File: src/hw/sun2_mmu_settings.svh
// --------------------
// Sun-2 MMU widths, map sizes and control-space register indexes
// --------------------
`ifndef SUN2_MMU_SETTINGS_SVH
`define SUN2_MMU_SETTINGS_SVH

// Bus and address widths
`define SUN2_DATA_W      16
`define SUN2_VADDR_W     23
`define SUN2_PADDR_W     22
`define SUN2_CTX_W       3
`define SUN2_SEG_IDX_W   9
`define SUN2_PMEG_W      8
`define SUN2_PAGE_IDX_W  4
`define SUN2_PFN_W       12
`define SUN2_PROT_W      6
`define SUN2_ENABLE_W    8

// Map depths
`define SUN2_SMAP_DEPTH  4096
`define SUN2_PMAP_DEPTH  4096

// Control space, A3 low, selected by A2,A1
`define SUN2_CREG_PMAP0    2'd0
`define SUN2_CREG_PMAP1    2'd1
`define SUN2_CREG_SMAP     2'd2
`define SUN2_CREG_CONTEXT  2'd3
// Control space, A3 high
`define SUN2_CREG_IDPROM   2'd0
`define SUN2_CREG_DIAG     2'd1
`define SUN2_CREG_ERROR    2'd2
`define SUN2_CREG_ENABLE   2'd3

`define SUN2_FC_CONTROL  3
`define SUN2_RESP_CYCLES 3

`endif

File: src/hw/sun2_mmu_pkg.sv
// --------------------
// Sun-2 MMU shared types
// --------------------
`include "sun2_mmu_settings.svh"

package sun2_mmu_pkg;

   // Virtual word address, bits 23..1
   typedef logic [23:1] vaddr_t;
   // Physical word address, bits 22..1
   typedef logic [22:1] paddr_t;

   typedef logic [`SUN2_DATA_W-1:0]     word_t;
   typedef logic [`SUN2_CTX_W-1:0]      ctx_t;
   typedef logic [`SUN2_PMEG_W-1:0]     pmeg_t;
   typedef logic [`SUN2_PFN_W-1:0]      pfn_t;
   typedef logic [`SUN2_PROT_W-1:0]     prot_t;
   typedef logic [1:0]                  pte_type_t;
   typedef logic [2:0]                  fc_t;

   // Register select for one bus cycle
   typedef enum logic [3:0]
   {
      PMAP0,
      PMAP1,
      SMAP,
      CONTEXT,
      IDPROM,
      ERROR,
      ENABLE,
      DIAG,
      TRANSLATE
   } mmu_reg_t;

   typedef enum logic [1:0]
   {
      IDLE,
      LOOKUP,
      CHECK,
      RESPOND
   } cycle_state_t;

endpackage

File: src/hw/cycle_decode.sv
// --------------------
// Bus cycle intake
// Latches a cycle, classifies it and steps it through the pipeline
// --------------------
`include "sun2_mmu_settings.svh"

module cycle_decode (
   input  logic                       C_S5,
   input  logic                       P_RESET_n,
   input  logic                       cyc,
   input  sun2_mmu_pkg::fc_t          fc,
   input  sun2_mmu_pkg::vaddr_t       vaddr,
   input  logic                       write,
   input  logic                       uds,
   input  logic                       lds,
   input  sun2_mmu_pkg::word_t        wdata,
   output sun2_mmu_pkg::cycle_state_t state,
   output sun2_mmu_pkg::mmu_reg_t     req_reg,
   output sun2_mmu_pkg::fc_t          req_fc,
   output sun2_mmu_pkg::vaddr_t       req_vaddr,
   output logic                       req_write,
   output logic                       req_uds,
   output logic                       req_lds,
   output sun2_mmu_pkg::word_t        req_wdata
);

   sun2_mmu_pkg::mmu_reg_t reg_sel;
   logic                   accept;

   assign accept = cyc && (state == sun2_mmu_pkg::IDLE);

   // --------------------
   // Control space decode
   always_comb
   begin
      reg_sel = sun2_mmu_pkg::IDPROM;
      if (fc != sun2_mmu_pkg::fc_t'(`SUN2_FC_CONTROL))
         reg_sel = sun2_mmu_pkg::TRANSLATE;
      else if (!vaddr[3])
      begin
         case (vaddr[2:1])
            `SUN2_CREG_PMAP0: reg_sel = sun2_mmu_pkg::PMAP0;
            `SUN2_CREG_PMAP1: reg_sel = sun2_mmu_pkg::PMAP1;
            `SUN2_CREG_SMAP:  reg_sel = sun2_mmu_pkg::SMAP;
            default:          reg_sel = sun2_mmu_pkg::CONTEXT;
         endcase
      end
      else if (write)
      begin
         if (vaddr[2:1] == `SUN2_CREG_DIAG)
            reg_sel = sun2_mmu_pkg::DIAG;
         else if (vaddr[2:1] == `SUN2_CREG_ENABLE)
            reg_sel = sun2_mmu_pkg::ENABLE;
      end
      else
      begin
         if (vaddr[2:1] == `SUN2_CREG_ERROR)
            reg_sel = sun2_mmu_pkg::ERROR;
         else if (vaddr[2:1] == `SUN2_CREG_ENABLE)
            reg_sel = sun2_mmu_pkg::ENABLE;
      end
      // Null accesses fall to IDPROM: zero data, nothing written
   end

   // --------------------
   // Sequencer
   always_ff @(posedge C_S5 or negedge P_RESET_n)
   begin
      if (!P_RESET_n)
         state <= sun2_mmu_pkg::IDLE;
      else
      begin
         case (state)
            sun2_mmu_pkg::IDLE:
            begin
               if (cyc)
                  state <= sun2_mmu_pkg::LOOKUP;
            end
            sun2_mmu_pkg::LOOKUP:  state <= sun2_mmu_pkg::CHECK;
            sun2_mmu_pkg::CHECK:   state <= sun2_mmu_pkg::RESPOND;
            default:               state <= sun2_mmu_pkg::IDLE;
         endcase
      end
   end

   // Request held steady until the next accepted cycle
   always_ff @(posedge C_S5)
   begin
      if (accept)
      begin
         req_reg   <= reg_sel;
         req_fc    <= fc;
         req_vaddr <= vaddr;
         req_write <= write;
         req_uds   <= uds;
         req_lds   <= lds;
         req_wdata <= wdata;
      end
   end

endmodule

File: config.mk
export PLATFORM = sky130hd
export DESIGN_NAME = cycle_decode
export DESIGN_NICKNAME = d
export VERILOG_FILES = /design/src/hw/sun2_mmu_pkg.sv /design/src/hw/cycle_decode.sv
export VERILOG_INCLUDE_DIRS = /design/src /design/src/hw
export SDC_FILE = /design/constraint.sdc
export NUM_CORES = 1
export LEC_CHECK = 0
export BUFFER_PORTS_ARGS = -buffer_cell sky130_fd_sc_hd__buf_4
export CAP_MARGIN = 20
export CORE_MARGIN = 4
export CORE_UTILIZATION = 45
export DETAILED_ROUTE_END_ITERATION = 16
export PLACE_DENSITY = 0.85
export SYNTH_ARGS = -nofsm -noshare
export SYNTH_HDL_FRONTEND = slang
export SYNTH_SLANG_ARGS = --single-unit
File: constraint.sdc
create_clock -name C_S5 -period 4.5 [get_ports C_S5]
set_input_delay 0.675 -clock C_S5 [delete_from_list [all_inputs] [get_ports C_S5]]
set_output_delay 0.675 -clock C_S5 [all_outputs]
set_load 0.02 [all_outputs]
# Word-level counts from Yosys, hierarchy flattened
# Index checks and enable logic that the tools add are counted.
# totals
register_bits,51
in_bits,48
out_inout_bits,51
wordCells,26
# op_classes
eq_ne,7
mux,8
n_reduce_logical,3
# ops
cell,count
$mux 4,3
$pmux 2 s3,2
$eq 2x2->1 const B,3
$mux 2,3
$eq 2x1->1 const B,2
$logic_not 2->1,2
$ne 3x2->1 const B,1
$ne 2x2->1 const B,1
$logic_and 1x1->1,1

# Depth between registers and ports, before layout
# depth
word_depth,5
depth_mapped,5
mapped_depth_nobuf,5

# Worst setup path after synthesis
# Ideal clock, no wire load.
# synth_timing
kind,register to register
start,register state[0]
end,register req_fc[0] (enable)
setup_ns,0.411
arrival_time_ns,1.955
required_ns,4.089
path_slack_ns,2.133
path_stages_with_launch,4
path_buffers,0
period_less_slack_ns,2.367
path_cell_list,dfrtp_1 inv_1 ha_1 and2_1
# synth_via
elab_chain_cells,2
# synth_lines
element,line,text
start: declaration,cycle_decode.sv:17,"output sun2_mmu_pkg::cycle_state_t state,"
start signal: assignment,cycle_decode.sv:70,state <= sun2_mmu_pkg::IDLE;
start signal: assignment,cycle_decode.sv:77,state <= sun2_mmu_pkg::LOOKUP;
start signal: assignment,cycle_decode.sv:79,sun2_mmu_pkg::LOOKUP: state <= sun2_mmu_pkg::CHECK;
$logic_not 2->1,cycle_decode.sv:30,assign accept = cyc && (state == sun2_mmu_pkg::IDLE);
$logic_and 1x1->1,cycle_decode.sv:30,
net accept,cycle_decode.sv:28,logic accept;
end signal: assignment,cycle_decode.sv:92,req_fc <= fc;
end: declaration,cycle_decode.sv:19,"output sun2_mmu_pkg::fc_t req_fc,"
# The timed path passes the listed nets, and every way through them passes these cells.
# A chain may end at the register's enable or synchronous reset.

# Worst setup path after layout
# layout_timing
start,register state[1]
end,register req_fc[2] (enable)
# The elaborated chain is that of the path after synthesis.

==> results_dict.tcl <==
set metrics [dict create \
    insertion_delay_ps 290 \
    dpl.hpwl_um 3000 \
    worst_pin_slew_ps 1050 \
    rr_worst_depth 3 \
    seqPwrFrac 0.523 \
    largest_register_ffs 23 \
    critPathLaunchType "flop" \
    fin_util 0.737 \
    grt_max_degree 50 \
    first_pass_iters 4 \
    synth_edf_count 49 \
    initial_core_util 0.482 \
    yosysSeqAreaShare 0.918 \
    end_kind "flop" \
    ant_nets 0 \
    grtUsageTotal 0.179 \
    routedWlPerCell_um 18.9 \
    maxCapViolCount 0 \
    place_inst 216 \
    power_mw 1.27 \
    crit_fanout 49 \
    rsz0062_at_grt "false" \
    ctsHtreeMaxLevel 2 \
    syn_area_mm2 0.00166 \
    cts_setup_buffers 0 \
    drc 0 \
    drive_gt1_frac 0.601 \
    fillCellCount 214 \
    core_area_mm2 0.00344 \
    port_buffers 98 \
    timing.final.hold_violations 0 \
    synth_ff_type "edfxtp_1" \
    ys_async_sr_fraction 0.0392 \
    max_slew_margin 0.300 \
    critPathKind "flop to flop" \
    p_per_area_mw_per_mm2 502 \
    worst-r2r-setup-slack_ps 2520 \
    multi_input_area_um2 123 \
    power.switching_mw 0.388 \
    syn_nets 122 \
    root_buffer "clkbuf_8" \
    period_minus_slack_ps 1980 \
    setup_violations 0 \
    place_area_mm2 0.00245 \
    cts_resized 0 \
    required_ps 4420 \
    via_per_inst 4.77 \
    die_h_um 68.7 \
    chipWidth_um 68.7 \
    drt_iter0_markers 61 \
    reg2reg_from "state[1]" \
    synth_cells 72 \
    avgSynthCellArea_um2 23.0 \
    path_clk_slew_ps 80 \
    area_growth_pct 53.0 \
    yosys_warnings 0 \
    fin_cells 224 \
    setup-tns-final_ps 0 \
    fin_nets 227 \
    gr-total-overflow 0 \
    fmax_ghz 0.506 \
    totalWireLength_um 4240 \
    cts_buffer_depth 2 \
    grt_pass1_wl_um 5640 \
    cp.arrival_ps 1890 \
    status "completed" \
    p_int_mw 0.885 \
    r2r-end "req_fc[2]" \
    vias 1069 \
    slew_viol_final 0 \
    cts_buffers 5 \
    ioPinCount 99 \
    synth-seq-cells 51 \
    hold_path_class "input port to asynchronous set/reset pin" \
    clockPowerShare 0.192 \
    power.leakage_nw 1.06 \
    clock-sinks 51 \
    skew_ps 6.33 \
    n_antenna_cell 0 \
    die_area_mm2 0.00472 \
    synth_cell_types 15 \
    finalCritPeriodShare 0.439 \
    p_comb_frac 0.285 \
    rows 21 \
    vdd_drop_max_v 0.000342 \
    gp_congestion 0.734 \
    regArea_mm2 0.00152 \
    cts_tree "done" \
    first_global_vias 1046 \
    ctsHoldBuffers 0 \
    grt_antenna_before_repair 0 \
    design_area_mm2 0.00254 \
    switching_share 0.305 \
]
logic make-up (layout without fill, tap and decap cells):
group | count (synthesis) | count (layout) | synth area share
flops | 51 | 51 | 0.918
fa+ha+maj | 2 | 2 | 0.0151
compound gates | 6 | 6 | 0.0196
buf+inv | 4 | 110 | 0.00905
simple gates | 9 | 9 | 0.0385
cell usage in the layout, fill, tap and decap left out, types with 2 or more instances in the layout:
cell type,count
nor2_1,3
edfxtp_1,49
clkinv_1,2
buf_4,98
o21ai_1,2
ha_1,2
clkbuf_8,5
dfrtp_1,2
a21oi_1,3
inv_1,3
through the flow:
| step | setup WS, ps | hold WS (ps) |
|---|---|---|
| detailed placement | 2480 | 460 |
| global placement | 2520 | 457 |
| finish | 2520 | 151 |
| global route | 2380 | 131 |
| CTS | 2510 | 138 |
| floorplan | 2130 | 379 |
how the worst max path moves through the flow:
stage / from / to / slack [ps] / cells past startpoint
floorplan: state[0] / req_fc[0] / 2130 / 3
global placement: cyc / req_vaddr[10] / 2520 / 2
detailed placement: cyc / req_vaddr[13] / 2480 / 2
CTS: state[1] / req_vaddr[3] / 2510 / 3
global route: state[1] / req_vaddr[2] / 2380 / 3
finish: state[1] / req_fc[2] / 2520 / 3
critical path: stages, from the launching register on:
cell     delay, ps
dfrtp_1        410
inv_1           90
ha_1           220
and2_2         870
power by group through the flow:
stage / combinational [mW] / sequential (mW) / clock (mW)
after floorplan: 0.0748 / 0.780 / 0
after global placement: 0.351 / 0.670 / 0
after detailed placement: 0.364 / 0.676 / 0
after CTS: 0.367 / 0.668 / 0.251
after global routing: 0.389 / 0.674 / 0.274
final: 0.363 / 0.666 / 0.245
synth_stat cells, types with 2 or more instances:
master	count	area [µm²]
edfxtp_1	49	1470
o21ai_1	2	10.0
a21oi_1	3	15.0
dfrtp_1	2	50.1
inv_1	3	11.3
nor2_1	3	11.3
ha_1	2	25.0
cell type report:
class | instances | area share
clock buffer | 5 | 0.0271
timing repair buffer | 98 | 0.290
inverter | 4 | 0.00592
sequential | 51 | 0.600
clock inverter | 3 | 0.00592
multi-input combinational | 17 | 0.0483
tap | 46 | 0.0227
per-layer routing:
metal / routed length (µm) / share of wire / global-route usage / up-vias
li1: - / - / - / 484
met1: 1400 / 0.33 / 0.176 / 510
met2: 2300 / 0.54 / 0.344 / 69
met3: 490 / 0.12 / 0.0600 / 6
met4: 53 / 0.012 / 0.0584 / 0
met5: 0 / 0 / 0 / -
Power figures use the tool's default switching activity.
