$ cat src/hw/sun2_mmu_settings.svh
// --------------------
// Sun-2 MMU widths, map sizes and control-space register indexes
// --------------------
`ifndef SUN2_MMU_SETTINGS_SVH
`define SUN2_MMU_SETTINGS_SVH

// Bus and address widths
`define SUN2_DATA_W      16
`define SUN2_VADDR_W     23
`define SUN2_PADDR_W     22
`define SUN2_CTX_W       3
`define SUN2_SEG_IDX_W   9
`define SUN2_PMEG_W      8
`define SUN2_PAGE_IDX_W  4
`define SUN2_PFN_W       12
`define SUN2_PROT_W      6
`define SUN2_ENABLE_W    8

// Map depths
`define SUN2_SMAP_DEPTH  4096
`define SUN2_PMAP_DEPTH  4096

// Control space, A3 low, selected by A2,A1
`define SUN2_CREG_PMAP0    2'd0
`define SUN2_CREG_PMAP1    2'd1
`define SUN2_CREG_SMAP     2'd2
`define SUN2_CREG_CONTEXT  2'd3
// Control space, A3 high
`define SUN2_CREG_IDPROM   2'd0
`define SUN2_CREG_DIAG     2'd1
`define SUN2_CREG_ERROR    2'd2
`define SUN2_CREG_ENABLE   2'd3

`define SUN2_FC_CONTROL  3
`define SUN2_RESP_CYCLES 3

`endif

$ cat src/hw/sun2_mmu_pkg.sv
// --------------------
// Sun-2 MMU shared types
// --------------------
`include "sun2_mmu_settings.svh"

package sun2_mmu_pkg;

   // Virtual word address, bits 23..1
   typedef logic [23:1] vaddr_t;
   // Physical word address, bits 22..1
   typedef logic [22:1] paddr_t;

   typedef logic [`SUN2_DATA_W-1:0]     word_t;
   typedef logic [`SUN2_CTX_W-1:0]      ctx_t;
   typedef logic [`SUN2_PMEG_W-1:0]     pmeg_t;
   typedef logic [`SUN2_PFN_W-1:0]      pfn_t;
   typedef logic [`SUN2_PROT_W-1:0]     prot_t;
   typedef logic [1:0]                  pte_type_t;
   typedef logic [2:0]                  fc_t;

   // Register select for one bus cycle
   typedef enum logic [3:0]
   {
      PMAP0,
      PMAP1,
      SMAP,
      CONTEXT,
      IDPROM,
      ERROR,
      ENABLE,
      DIAG,
      TRANSLATE
   } mmu_reg_t;

   typedef enum logic [1:0]
   {
      IDLE,
      LOOKUP,
      CHECK,
      RESPOND
   } cycle_state_t;

endpackage

$ cat src/hw/bus_response.sv
// --------------------
// Bus response
// Error, enable and diagnostic registers, DTACK/BERR and physical address
// --------------------
`include "sun2_mmu_settings.svh"

module bus_response (
   input  logic                       C_S5,
   input  logic                       P_RESET_n,
   input  sun2_mmu_pkg::cycle_state_t state,
   input  sun2_mmu_pkg::mmu_reg_t     req_reg,
   input  sun2_mmu_pkg::vaddr_t       req_vaddr,
   input  logic                       req_write,
   input  logic                       req_lds,
   input  sun2_mmu_pkg::word_t        req_wdata,
   input  sun2_mmu_pkg::word_t        map_rdata,
   input  sun2_mmu_pkg::pfn_t         pfn,
   input  sun2_mmu_pkg::pte_type_t    pa_type_q,
   input  logic                       fault_invalid,
   input  logic                       fault_prot,
   output sun2_mmu_pkg::word_t        rdata,
   output logic                       dtack,
   output logic                       berr,
   output sun2_mmu_pkg::paddr_t       pa,
   output sun2_mmu_pkg::pte_type_t    pa_type,
   output logic                       pa_strobe,
   output logic [`SUN2_ENABLE_W-1:0]  enable_bits,
   output logic [`SUN2_ENABLE_W-1:0]  diag_leds
);

   logic [1:0]          err_bits;
   logic                respond;
   logic                fault;
   logic                xlate_ok;
   sun2_mmu_pkg::word_t rd_sel;

   assign respond  = (state == sun2_mmu_pkg::RESPOND);
   assign fault    = fault_invalid | fault_prot;
   assign xlate_ok = (req_reg == sun2_mmu_pkg::TRANSLATE) && !fault;

   // Read data select
   always_comb
   begin
      case (req_reg)
         sun2_mmu_pkg::PMAP0,
         sun2_mmu_pkg::PMAP1,
         sun2_mmu_pkg::SMAP,
         sun2_mmu_pkg::CONTEXT: rd_sel = map_rdata;
         sun2_mmu_pkg::ERROR:   rd_sel = {{(`SUN2_DATA_W-2){1'b0}}, err_bits};
         sun2_mmu_pkg::ENABLE:  rd_sel = sun2_mmu_pkg::word_t'(enable_bits);
         default:               rd_sel = '0;
      endcase
   end

   // --------------------
   // Handshake and strobe
   always_ff @(posedge C_S5 or negedge P_RESET_n)
   begin
      if (!P_RESET_n)
      begin
         dtack     <= 1'b0;
         berr      <= 1'b0;
         pa_strobe <= 1'b0;
      end
      else
      begin
         dtack     <= respond && !fault;
         berr      <= respond && fault;
         pa_strobe <= respond && xlate_ok;
      end
   end

   always_ff @(posedge C_S5)
   begin
      if (respond)
         rdata <= req_write ? '0 : rd_sel;
      if (respond && xlate_ok)
      begin
         pa      <= {pfn, req_vaddr[10:1]};
         pa_type <= pa_type_q;
      end
   end

   // --------------------
   // Error, enable and diagnostic registers
   always_ff @(posedge C_S5 or negedge P_RESET_n)
   begin
      if (!P_RESET_n)
      begin
         err_bits    <= '0;
         enable_bits <= '0;
         diag_leds   <= '0;
      end
      else if (respond)
      begin
         if (fault)
            err_bits <= {fault_prot, fault_invalid};
         if (req_write && req_lds && (req_reg == sun2_mmu_pkg::ENABLE))
            enable_bits <= req_wdata[7:0];
         if (req_write && req_lds && (req_reg == sun2_mmu_pkg::DIAG))
            diag_leds <= req_wdata[7:0];
      end
   end

endmodule

$ cat config.mk
export PLATFORM = sky130hd
export DESIGN_NAME = bus_response
export DESIGN_NICKNAME = d
export VERILOG_FILES = /design/src/hw/sun2_mmu_pkg.sv /design/src/hw/bus_response.sv
export VERILOG_INCLUDE_DIRS = /design/src /design/src/hw
export SDC_FILE = /design/constraint.sdc
export NUM_CORES = 1
export LEC_CHECK = 0
export ABC_AREA = 1
export CAP_MARGIN = 20
export CORE_MARGIN = 8
export CORE_UTILIZATION = 50
export DETAILED_ROUTE_END_ITERATION = 10
export DONT_BUFFER_PORTS = 1
export SLEW_MARGIN = 5
export SYNTH_ARGS = -nofsm -noshare
export SYNTH_HDL_FRONTEND = slang
export SYNTH_SLANG_ARGS = --single-unit
$ cat constraint.sdc
create_clock -name C_S5 -period 0.98 [get_ports C_S5]
set_input_delay 0.049 -clock C_S5 [delete_from_list [all_inputs] [get_ports C_S5]]
set_output_delay 0.049 -clock C_S5 [all_outputs]
set_load 0.01 [all_outputs]
-- Word-level counts from Yosys, hierarchy flattened
Cells that the tools add are included.
- equal/unequal tests: 8
- muxes and demuxes: 1
- bitwise gates (word level): 1
- reductions and logical operators: 13
- operators with widths (kind ; count):
    16-bit one-hot mux with 3 select lines ; 1
    4-bit by 3-bit equality test with 1-bit output, second input constant ; 3
    4-bit by 2-bit equality test with 1-bit output, second input constant ; 2
    1-bit logical AND ; 7
    2-bit AND reduction ; 3
    4-bit by 1-bit equality test with 1-bit output, second input constant ; 1
    4-bit equality test, second input constant ; 1
    4-bit logical NOT ; 1
    4-bit OR reduction ; 1
    2-bit equality test, second input constant ; 1
    1-bit logical NOT ; 1
    1-bit bitwise OR ; 1
- flip-flop bits (word level): 61
- input port bits: 81
- output and inout bits: 59

-- Longest topological paths before layout
Gate-level depths: netlist of run 1.
- depth in word-level cells: 4
- gate-level depth with buffers: 7

-- Worst setup path before layout of run 1
No wires, ideal clock.
- path kind: input -> register
- start point: input req_reg[2]
- end point: register pa[0] (enable)
- library setup time: 437 ps
- arrival time: 2022 ps
- setup slack: -1479 ps
- stages on the path: 3
- path through: inv_1 -> nand4_1 -> nor3_1
- word-level cells in the longest chain between the ends: 3
- ends and longest elaborated chain (item ; line ; source):
    start, declared ; bus_response.sv:11 ; input sun2_mmu_pkg::mmu_reg_t req_reg,
    4-bit equality test ; bus_response.sv:39 ; assign xlate_ok = (req_reg == sun2_mmu_pkg::TRANSLATE) && !fault;
    1-bit logical AND ; bus_response.sv:39 ;
    1-bit logical AND ; bus_response.sv:77 ; if (respond && xlate_ok)
    end signal, assigned ; bus_response.sv:79 ; pa <= {pfn, req_vaddr[10:1]};
    end, declared ; bus_response.sv:24 ; output sun2_mmu_pkg::paddr_t pa,
Every way passes these cells.
A chain may end at the register's enable or synchronous reset.

-- Worst setup path after layout of run 1
- start point: register enable_bits[0]
- end point: output enable_bits[0]
- RTL lines (item ; line ; source):
    start, declared ; bus_response.sv:27 ; output logic [`SUN2_ENABLE_W-1:0] enable_bits,
    start signal, assigned ; bus_response.sv:99 ; enable_bits <= req_wdata[7:0];
No word-level cell between the ends.

==> metrics.yaml, run 1 <==
cts_tree: "done"
criticalPathCategory: "reg -> out"
ys_seq_area_share_pct: 74.03
path_clk_slew_ns: 0.07
fin_crit_sh_pct: 94.40
synth_async_sr_flop_share_pct: 34.43
grt_max_degree: 26
first_global_vias: 1797
fin_worst_skew_ns: 0.004941
crit_family: "flip-flops"
grt_pass1_wl_mm: 9.418
netlist.area_leader.share_pct: 51.50
fin_setup_tns_ns: 0
dp_slack_ns: -0.02284
synth.yosys.warnings: 0
placedCellCount: 249
rsz0062_at_grt: "false"
leakage_uw: 0.001398
die_area_sq_um: 7106
wire_per_inst_um: 18.28
fp.dieW_um: 84.30
ff2ff_path_depth: 4
regToRegStartpoint: "enable_bits[0]"
coreArea_sq_um: 4598
final.min_clock_period_ns: 0.9251
drt-initial-drc-count: 145
seq_power_share_pct: 56.1
grt_overflow: 0
hold_class: "in -> async"
rows: 25
r2r_slack_ns: 0.08
critPathCaptureType: "primary output"
violations: "negative hold slack"
wl_mm: 5.995
syn2layout_area_growth_pct: 41.31
grt_usage_pct: 16.95
path_max_fanout: 2
num_vias: 1710
drc: 0
fin_nets: 349
drtPass1Iterations: 5
synth-main-ff-cell: "edfxtp_1"
arrival_ns: 0.88
synth_area_leaders: "edfxtp_1 (52%), dfrtp_1 (23%), nand2_1 (8.9%), nand3_1 (4.3%), o21ai_0 (2.1%)"
synthTopCellsByCount: "nand2_1 (55), edfxtp_1 (40), dfrtp_1 (21)"
critPathSlowestCell: "dfrtp_1"
placement.io_buffers: 0
critPathBufInv: 1
drv_slew: 0
avgViaCountPerCell: 5.213
p_total_uw: 5317
critPathLaunchType: "flop"
slew_headroom_pct: 37.06
yosysUniqueCellTypes: 21
worstSkewPairLatency_ns: 0.32
synth-edff-count: 40
synth_area_sq_um: 2332
die_h_um: 84.30
p_switching_uw: 1221
p_int_uw: 4096
powerDensity_nw_per_um2: 1613
clkSinkCount: 61
synth.avg_cell_area_sq_um: 12.47
tightestPinTransition_ns: 0.9441
start_util_pct: 50.72
worstReg2RegEnd: "rdata[0]"
drive_above_1_share_pct: 17.58
max_stage_delay_ns: 0.40
setup_viol: 0
synth_nets: 268
synth.most_common_cell: "nand2_1"
ys_ff_latch: 61
max-vdd-ir-drop_v: 0.001007
cap_violations: 0
clkPwrFrac_pct: 35.3
antenna_left: 0
synth_top_cell_by_area: "edfxtp_1"
gp_congestion: 0.7952
cts_made_buffers: 9
crit_required_ns: 0.93
dp_hpwl_mm: 4.034
cts-root-buf: "clkbuf_8"
layoutNonFillerInstCount: 328
comb_power_share_pct: 8.6
grt_antenna_before_repair: 1
fmax_mhz: 1081
status: "complete, but fails checks"
hold_viol: 21
io_pins: 140
hold_ws_ns: -0.05925
setup_ws_ns: 0.05493
p_sw_share_pct: 22.96
worstPathCellList: "buf_4"
synth_cells: 187
clockBufferDepth: 2
cts_max_level: 3
[layout by cell type, fill, tap and decap left out]
cell	count
buf_4	16
nand3_1	20
nand4_1	1
a21oi_1	7
nor2_4	2
inv_4	2
nand2_1	54
inv_2	1
nor2_8	1
clkinv_2	2
diode_2	1
inv_1	6
buf_12	3
clkbuf_8	10
dlygate4sd3_1	52
clkinv_1	1
nor2_2	1
clkbuf_1	2
dfrtp_1	21
nor3_4	2
clkinvlp_4	3
nor2_1	10
nand3_4	1
nand2_2	2
dlymetal6s4s_1	1
o21ai_0	10
nand2_4	2
edfxtp_1	40
[logic make-up after synthesis]
group,count (synthesis),synth area share [%]
AND/OR/NAND/NOR,96,20.01
AO/OA/AOI/OAI,17,3.648
buffers and inverters,13,2.307
flip-flops,61,74.03
[state kept, by name, indices dropped and copies added (netlist names)]
register	cells
dtack	1
enable_bits	8
pa_strobe	1
pa	22
berr	1
diag_leds	8
rdata	16
err_bits	2
pa_type	2
[power by group through the flow]
stage          combinational, uW  sequential (uW)  clock, uW
2_1_floorplan                162             3010          0
3_3_place_gp                 226             3040          0
3_5_place_dp                 236             3040          0
4_1_cts                      430             2990       1920
5_1_grt                      508             3000       2040
6_report                     459             2980       1870
[how the worst max path moves through the flow]
| stage | cells after the start | to | start |
|---|---|---|---|
| global route | 7 | err_bits[0] | state[0] |
| floorplan | 3 | pa[0] | req_reg[2] |
| CTS | 1 | diag_leds[2] | P_RESET_n |
| global placement | 4 | pa_type[1] | req_reg[0] |
| finish | 1 | enable_bits[0] | enable_bits[0] |
| detailed placement | 6 | rdata[5] | req_reg[2] |
[area by class of cell]
cell class / count / area, sq um
multi-input combinational: 113 / 565.5
timing repair buffer: 72 / 713.2
clock buffer: 12 / 145.1
fill: 323 / 1303
inverter: 11 / 50.05
sequential: 61 / 1727
clock inverter: 4 / 25.02
antenna: 1 / 2.502
tap: 54 / 67.56
[metrics by stage]
step / cell area (sq um) / hold WS [ns] / utilization, %
floorplan: 2355 / -0.2466 / -
global placement: 2522 / -0.2457 / 54.86
detailed placement: 2522 / -0.2460 / 54.86
CTS: 3223 / 0.01268 / 70.10
global route: 3296 / 0.007393 / 71.67
finish: 3296 / -0.05925 / 71.67
[what timing repair did]
item                                   CTS  global route
buffers inserted                         0             9
hold buffers                            53             0
gates resized for setup                  0             1
setup endpoints to repair                0            22
endpoints found under the hold margin   79             0
[per-layer routing]
metal | up-vias | GRT usage [%] | wire, um
met1 | 802 | 16.65 | 2100
met5 | - | 0 | 0
met2 | 93 | 28.13 | 3050
met4 | 0 | 8.477 | 149
met3 | 16 | 9.293 | 694
li1 | 799 | - | -
No activity file was read; power rests on OpenSTA's default activity.
==> run 2: changes to the inputs <==
clock period = 1.1 ns   (was 0.98 ns; I/O delays follow)
==> run 2 against run 1 <==
Net effect: clock skew up 0.00062 ns; clock power down 7%; worst setup slack worse by 0.051 ns; the run still ends with negative hold slack left.
==> metrics.yaml, run 2 (synthesis gave the netlist of run 1 again) <==
die_area_sq_um: 7106
first_global_vias: 1835
regToRegStartpoint: "enable_bits[6]"
cap_violations: 0
cts_made_buffers: 9
seq_power_share_pct: 55.8
largest_reg_flops: 22
violations: "negative hold slack"
regMostFlops: "pa"
grt_antenna_before_repair: 0
grt_pass1_wl_mm: 9.618
arrival_ns: 1.31
powerDensity_nw_per_um2: 1430
drc: 0
tightestPinTransition_ns: 0.9490
rows: 25
io_pins: 140
final_cell_mix: "nand2_1 (54), dlygate4sd3_1 (54), edfxtp_1 (40)"
grt_usage_pct: 17.44
p_switching_uw: 1192
cts_tree: "done"
die_h_um: 84.30
fp.dieW_um: 84.30
crit_required_ns: 1.32
worstSkewPairLatency_ns: 0.32
clkSinkCount: 61
rsz0062_at_grt: "false"
final_util_pct: 72.41
path_clk_slew_ns: 0.07
layoutNonFillerInstCount: 327
grt_overflow: 0
comb_power_share_pct: 8.0
crit_path_end: "diag_leds[2]"
drtPass1Iterations: 4
slew_headroom_pct: 36.52
p_int_uw: 3570
p_sw_share_pct: 25.03
placement.io_buffers: 0
criticalPathCategory: "in -> reg"
hold_viol: 1
leakage_uw: 0.001405
start_util_pct: 50.72
fin_nets: 349
drive_above_1_share_pct: 17.22
fin_crit_sh_pct: 99.66
ff2ff_path_depth: 2
fin_worst_skew_ns: 0.005558
reg.largest.list: "pa (22), rdata (16)"
syn2layout_area_growth_pct: 42.76
critPathLaunchType: "input port"
p_total_uw: 4762
hold_class: "in -> reg"
cts_max_level: 3
wl_mm: 6.259
final.min_clock_period_ns: 1.096
cts-root-buf: "clkbuf_8"
coreArea_sq_um: 4598
num_vias: 1701
gp_congestion: 0.7885
diodes: 0
placedCellCount: 249
setup_viol: 0
dp_hpwl_mm: 4.086
antenna_left: 0
path_max_fanout: 2
status: "complete, but fails checks"
worstReg2RegEnd: "rdata[6]"
r2r_slack_ns: 0.15
drt-initial-drc-count: 82
crit_start: "req_wdata[2]"
avgViaCountPerCell: 5.202
fmax_mhz: 912.2
hold_ws_ns: -0.04274
grt_max_degree: 26
wire_per_inst_um: 19.14
drv_slew: 0
critPathCaptureType: "flop"
max-vdd-ir-drop_v: 0.0009807
clkPwrFrac_pct: 36.2
clockBufferDepth: 2
fill_cells: 306
## run 2: cell count changes in the layout (fill, tap and decap cells not counted), sizes merged
cell / change
inv: +1
clkinv: +2
buf: -5
diode: -1
clkbuf: -1
dlymetal6s4s: +1
dlygate4sd3: +2
## run 2: power by group through the flow
stage | registers, uW | logic, uW | clock network [uW]
floorplan | 2680 | 142 | 0
global placement | 2700 | 184 | 0
CTS | 2660 | 366 | 1750
finish | 2660 | 379 | 1730
global route | 2670 | 417 | 1870
detailed placement | 2710 | 195 | 0
## run 2: worst min-delay path by stage
stage | startpoint | slack [ns] | endpoint | cells past startpoint
final | fault_invalid | -0.04 | err_bits[0] | 2
after global routing | fault_invalid | 0.01 | err_bits[0] | 2
after floorplan | P_RESET_n | -0.24 | berr | 0
after global placement | P_RESET_n | -0.24 | diag_leds[6] | 0
after CTS | fault_invalid | -0.06 | err_bits[0] | 2
after detailed placement | P_RESET_n | -0.24 | diag_leds[4] | 0
## run 2: worst max-delay path: stages
cell	delay (ns)
dlygate4sd3_1	0.57
nand3_1	0.09
dlygate4sd3_1	0.54
nand2_1	0.06
## run 2: final cells by class
class | instances | area [sq um] | area share [%]
clock inverter | 7 | 51.30 | 1.541
multi-input combinational | 113 | 565.5 | 16.99
tap | 54 | 67.56 | 2.029
inverter | 11 | 45.04 | 1.353
sequential | 61 | 1727 | 51.86
timing repair buffer | 72 | 749.5 | 22.51
clock buffer | 9 | 123.9 | 3.720
## run 2: what timing repair did
| action | 4_1_cts | 5_1_grt |
|---|---|---|
| endpoints found under the hold margin | 79 | 1 |
| resized for setup | 0 | 4 |
| setup buffers | 0 | 4 |
| setup endpoints to repair | 0 | 29 |
| hold buffers | 57 | 1 |
## run 2: stage by stage
step | cell area (sq um) | setup TNS [ns] | worst slack (ns)
after floorplan | 2347 | -6.712 | -0.2688
after CTS | 3236 | 0 | 0.01910
after global routing | 3329 | 0 | 0.006085
after global placement | 2490 | 0 | 0.06047
final | 3329 | 0 | 0.003779
after detailed placement | 2490 | 0 | 0.03456
## run 2: routing by layer
metal / wire length, um / global-route usage (%)
met2: 3214 / 29.32
met4: 78 / 8.006
met3: 708 / 8.712
met1: 2258 / 17.63
met5: 0 / 0
==> run 3: changes to the inputs <==
ABC_AREA = unset   (was 1)
==> run 3 against run 2 <==
Net effect: the run now ends clean; clock power is essentially flat; final cell count shrank 24%; flip-flop and latch count is the same; worst setup slack gained 0.14 ns; sequential share of layout area grew 4.4 points; highest routed layer unchanged; global-route usage shrank 1.7 points; critical endpoint is now rdata[1]; synthesized area shrank 2.7%; synthesized cell count shrank 31%; worst hold slack gained 0.051 ns.
==> metrics.yaml, run 3 <==
syn2layout_area_growth_pct: 35.34
fin_setup_tns_ns: 0
synth.yosys.warnings: 0
grt_pass1_wl_mm: 8.473
placement.io_buffers: 0
reg.largest.list: "pa (22), rdata (16)"
drv_slew: 0
comb_power_share_pct: 7.0
critPathLaunchType: "flop"
drc: 0
cts-root-buf: "clkbuf_8"
cts_max_level: 3
clockBufferDepth: 2
clkPwrFrac_pct: 36.3
gp_congestion: 0.7817
fp.dieW_um: 83.38
fin_worst_skew_ns: 0.004120
synth-edff-count: 40
start_util_pct: 52.13
arrival_ns: 1.02
fin_area_sq_um: 3072
rows: 24
netlist.area_leader.share_pct: 52.92
num_vias: 1358
status: "complete, no violations"
worstSkewPairLatency_ns: 0.32
seq_power_share_pct: 56.8
coreArea_sq_um: 4354
max-vdd-ir-drop_v: 0.0009194
synth_cells: 129
hold_ws_ns: 0.008047
leakage_uw: 0.001173
die_area_sq_um: 6951
fill_cells: 271
p_total_uw: 4695
yosysUniqueCellTypes: 22
rsz0062_at_grt: "false"
p_switching_uw: 1109
hold_viol: 0
path_max_fanout: 3
fin_crit_sh_pct: 87.26
grt_overflow: 0
cap_violations: 0
drive_above_1_share_pct: 21.72
path_clk_slew_ns: 0.08
drt-initial-drc-count: 114
synth_async_sr_flop_share_pct: 34.43
antenna_left: 0
synthTopCellsByCount: "edfxtp_1 (40), dfrtp_1 (21), nor2_1 (10)"
grt_usage_pct: 15.73
hold_class: "in -> reg"
wl_mm: 5.541
cts_made_buffers: 9
grt_max_degree: 26
io_pins: 140
first_global_vias: 1505
diodes: 0
dp_hpwl_mm: 3.755
synth_nets: 210
p_int_uw: 3585
cts_tree: "done"
final_cell_mix: "dlygate4sd3_1 (50), edfxtp_1 (40), dfrtp_1 (21)"
wire_per_inst_um: 22.16
avgViaCountPerCell: 5.432
place_area_sq_um: 2381
slew_headroom_pct: 70.11
grt_antenna_before_repair: 0
r2r_slack_ns: 0.14
powerDensity_nw_per_um2: 1528
synth_area_leaders: "edfxtp_1 (53%), dfrtp_1 (23%), mux2_4 (5.3%), mux2_2 (4.0%), and2_1 (2.2%)"
setup_viol: 0
ys_seq_area_share_pct: 76.07
ys_ff_latch: 61
synth_top_cell_by_area: "edfxtp_1"
clkSinkCount: 61
criticalPathCategory: "reg -> reg"
synth-main-ff-cell: "edfxtp_1"
die_h_um: 83.38
tightestPinTransition_ns: 0.4467
fin_nets: 274
synth.most_common_cell: "edfxtp_1"
largest_reg_flops: 22
synth.avg_cell_area_sq_um: 17.59
p_sw_share_pct: 23.63
synth_area_sq_um: 2270
critPathCaptureType: "flop"
final_common_cell: "dlygate4sd3_1"
final_util_pct: 70.55
final.min_clock_period_ns: 0.9599
crit_required_ns: 1.16
regMostFlops: "pa"
fmax_mhz: 1042
drtPass1Iterations: 4
[run 3: changes by cell type in the layout (fill, tap and decap cells not counted), sizes merged, moves of 3 or more]
cell	delta
and2	+8
nand2	-54
a22oi	+6
dlygate4sd3	-4
nor2	-4
inv	-9
nor2b	+3
buf	-8
o21ai	-10
nand3	-19
mux2	+16
a21oi	-3
[run 3: per-stage QoR]
stage          setup slack, ns  std cells
3_3_place_gp          -0.02126        183
2_1_floorplan          -0.1430        129
6_report                0.1401        250
3_5_place_dp          -0.02661        183
5_1_grt                0.07663        250
4_1_cts                 0.1365        248
[run 3: path summary, 6_finish.rpt]
kind,from,to,cells past startpoint
worst min register to register,err_bits[1],err_bits[1],1
worst max-delay path,enable_bits[1],rdata[1],2
worst max register to register,enable_bits[1],rdata[1],2
max in group asynchronous,P_RESET_n,err_bits[0],3
worst min-delay path,map_rdata[5],rdata[5],2
min in group asynchronous,P_RESET_n,diag_leds[6],2
[run 3: per-layer routing]
layer	up-vias	share of wire [%]	global-route usage, %	wire length (um)
met3	4	11	8.105	627
met5	-	0	0	0
met2	77	53	26.73	2928
met4	0	0.51	6.709	28
met1	668	35	15.72	1957
li1	609	-	-	-
[run 3: cell families after synthesis]
group | share of synthesized area (%)
compound gates | 4.024
flops | 76.07
buf+inv | 1.654
simple gates | 8.600
mux | 9.262
xor+xnor | 0.3860
[run 3: critical path, stage by stage, from the launching register on]
cell     delay (ns)
dfrtp_1        0.44
a21oi_1        0.16
a21oi_1        0.10
[run 3: what timing repair did]
action,CTS,global route
gates resized for setup,0,0
setup buffers,0,0
hold buffers,49,1
hold endpoints to repair,77,2
[run 3: final cells by class]
type | count | area (sq um) | area share (%)
clock buffers | 9 | 123.9 | 4.033
clock inverters | 7 | 51.30 | 1.670
inverters | 1 | 7.507 | 0.2444
multi-input cells | 64 | 519.2 | 16.90
flip-flops and latches | 61 | 1727 | 56.21
well taps | 52 | 65.06 | 2.118
repair buffers | 56 | 578.1 | 18.82
[run 3: power groups by stage]
| stage | registers (uW) | logic (uW) | clock network [uW] |
|---|---|---|---|
| after global placement | 2710 | 149 | 0 |
| after detailed placement | 2720 | 156 | 0 |
| after floorplan | 2680 | 139 | 0 |
| after global routing | 2680 | 356 | 1850 |
| after CTS | 2670 | 318 | 1740 |
| final | 2660 | 328 | 1700 |
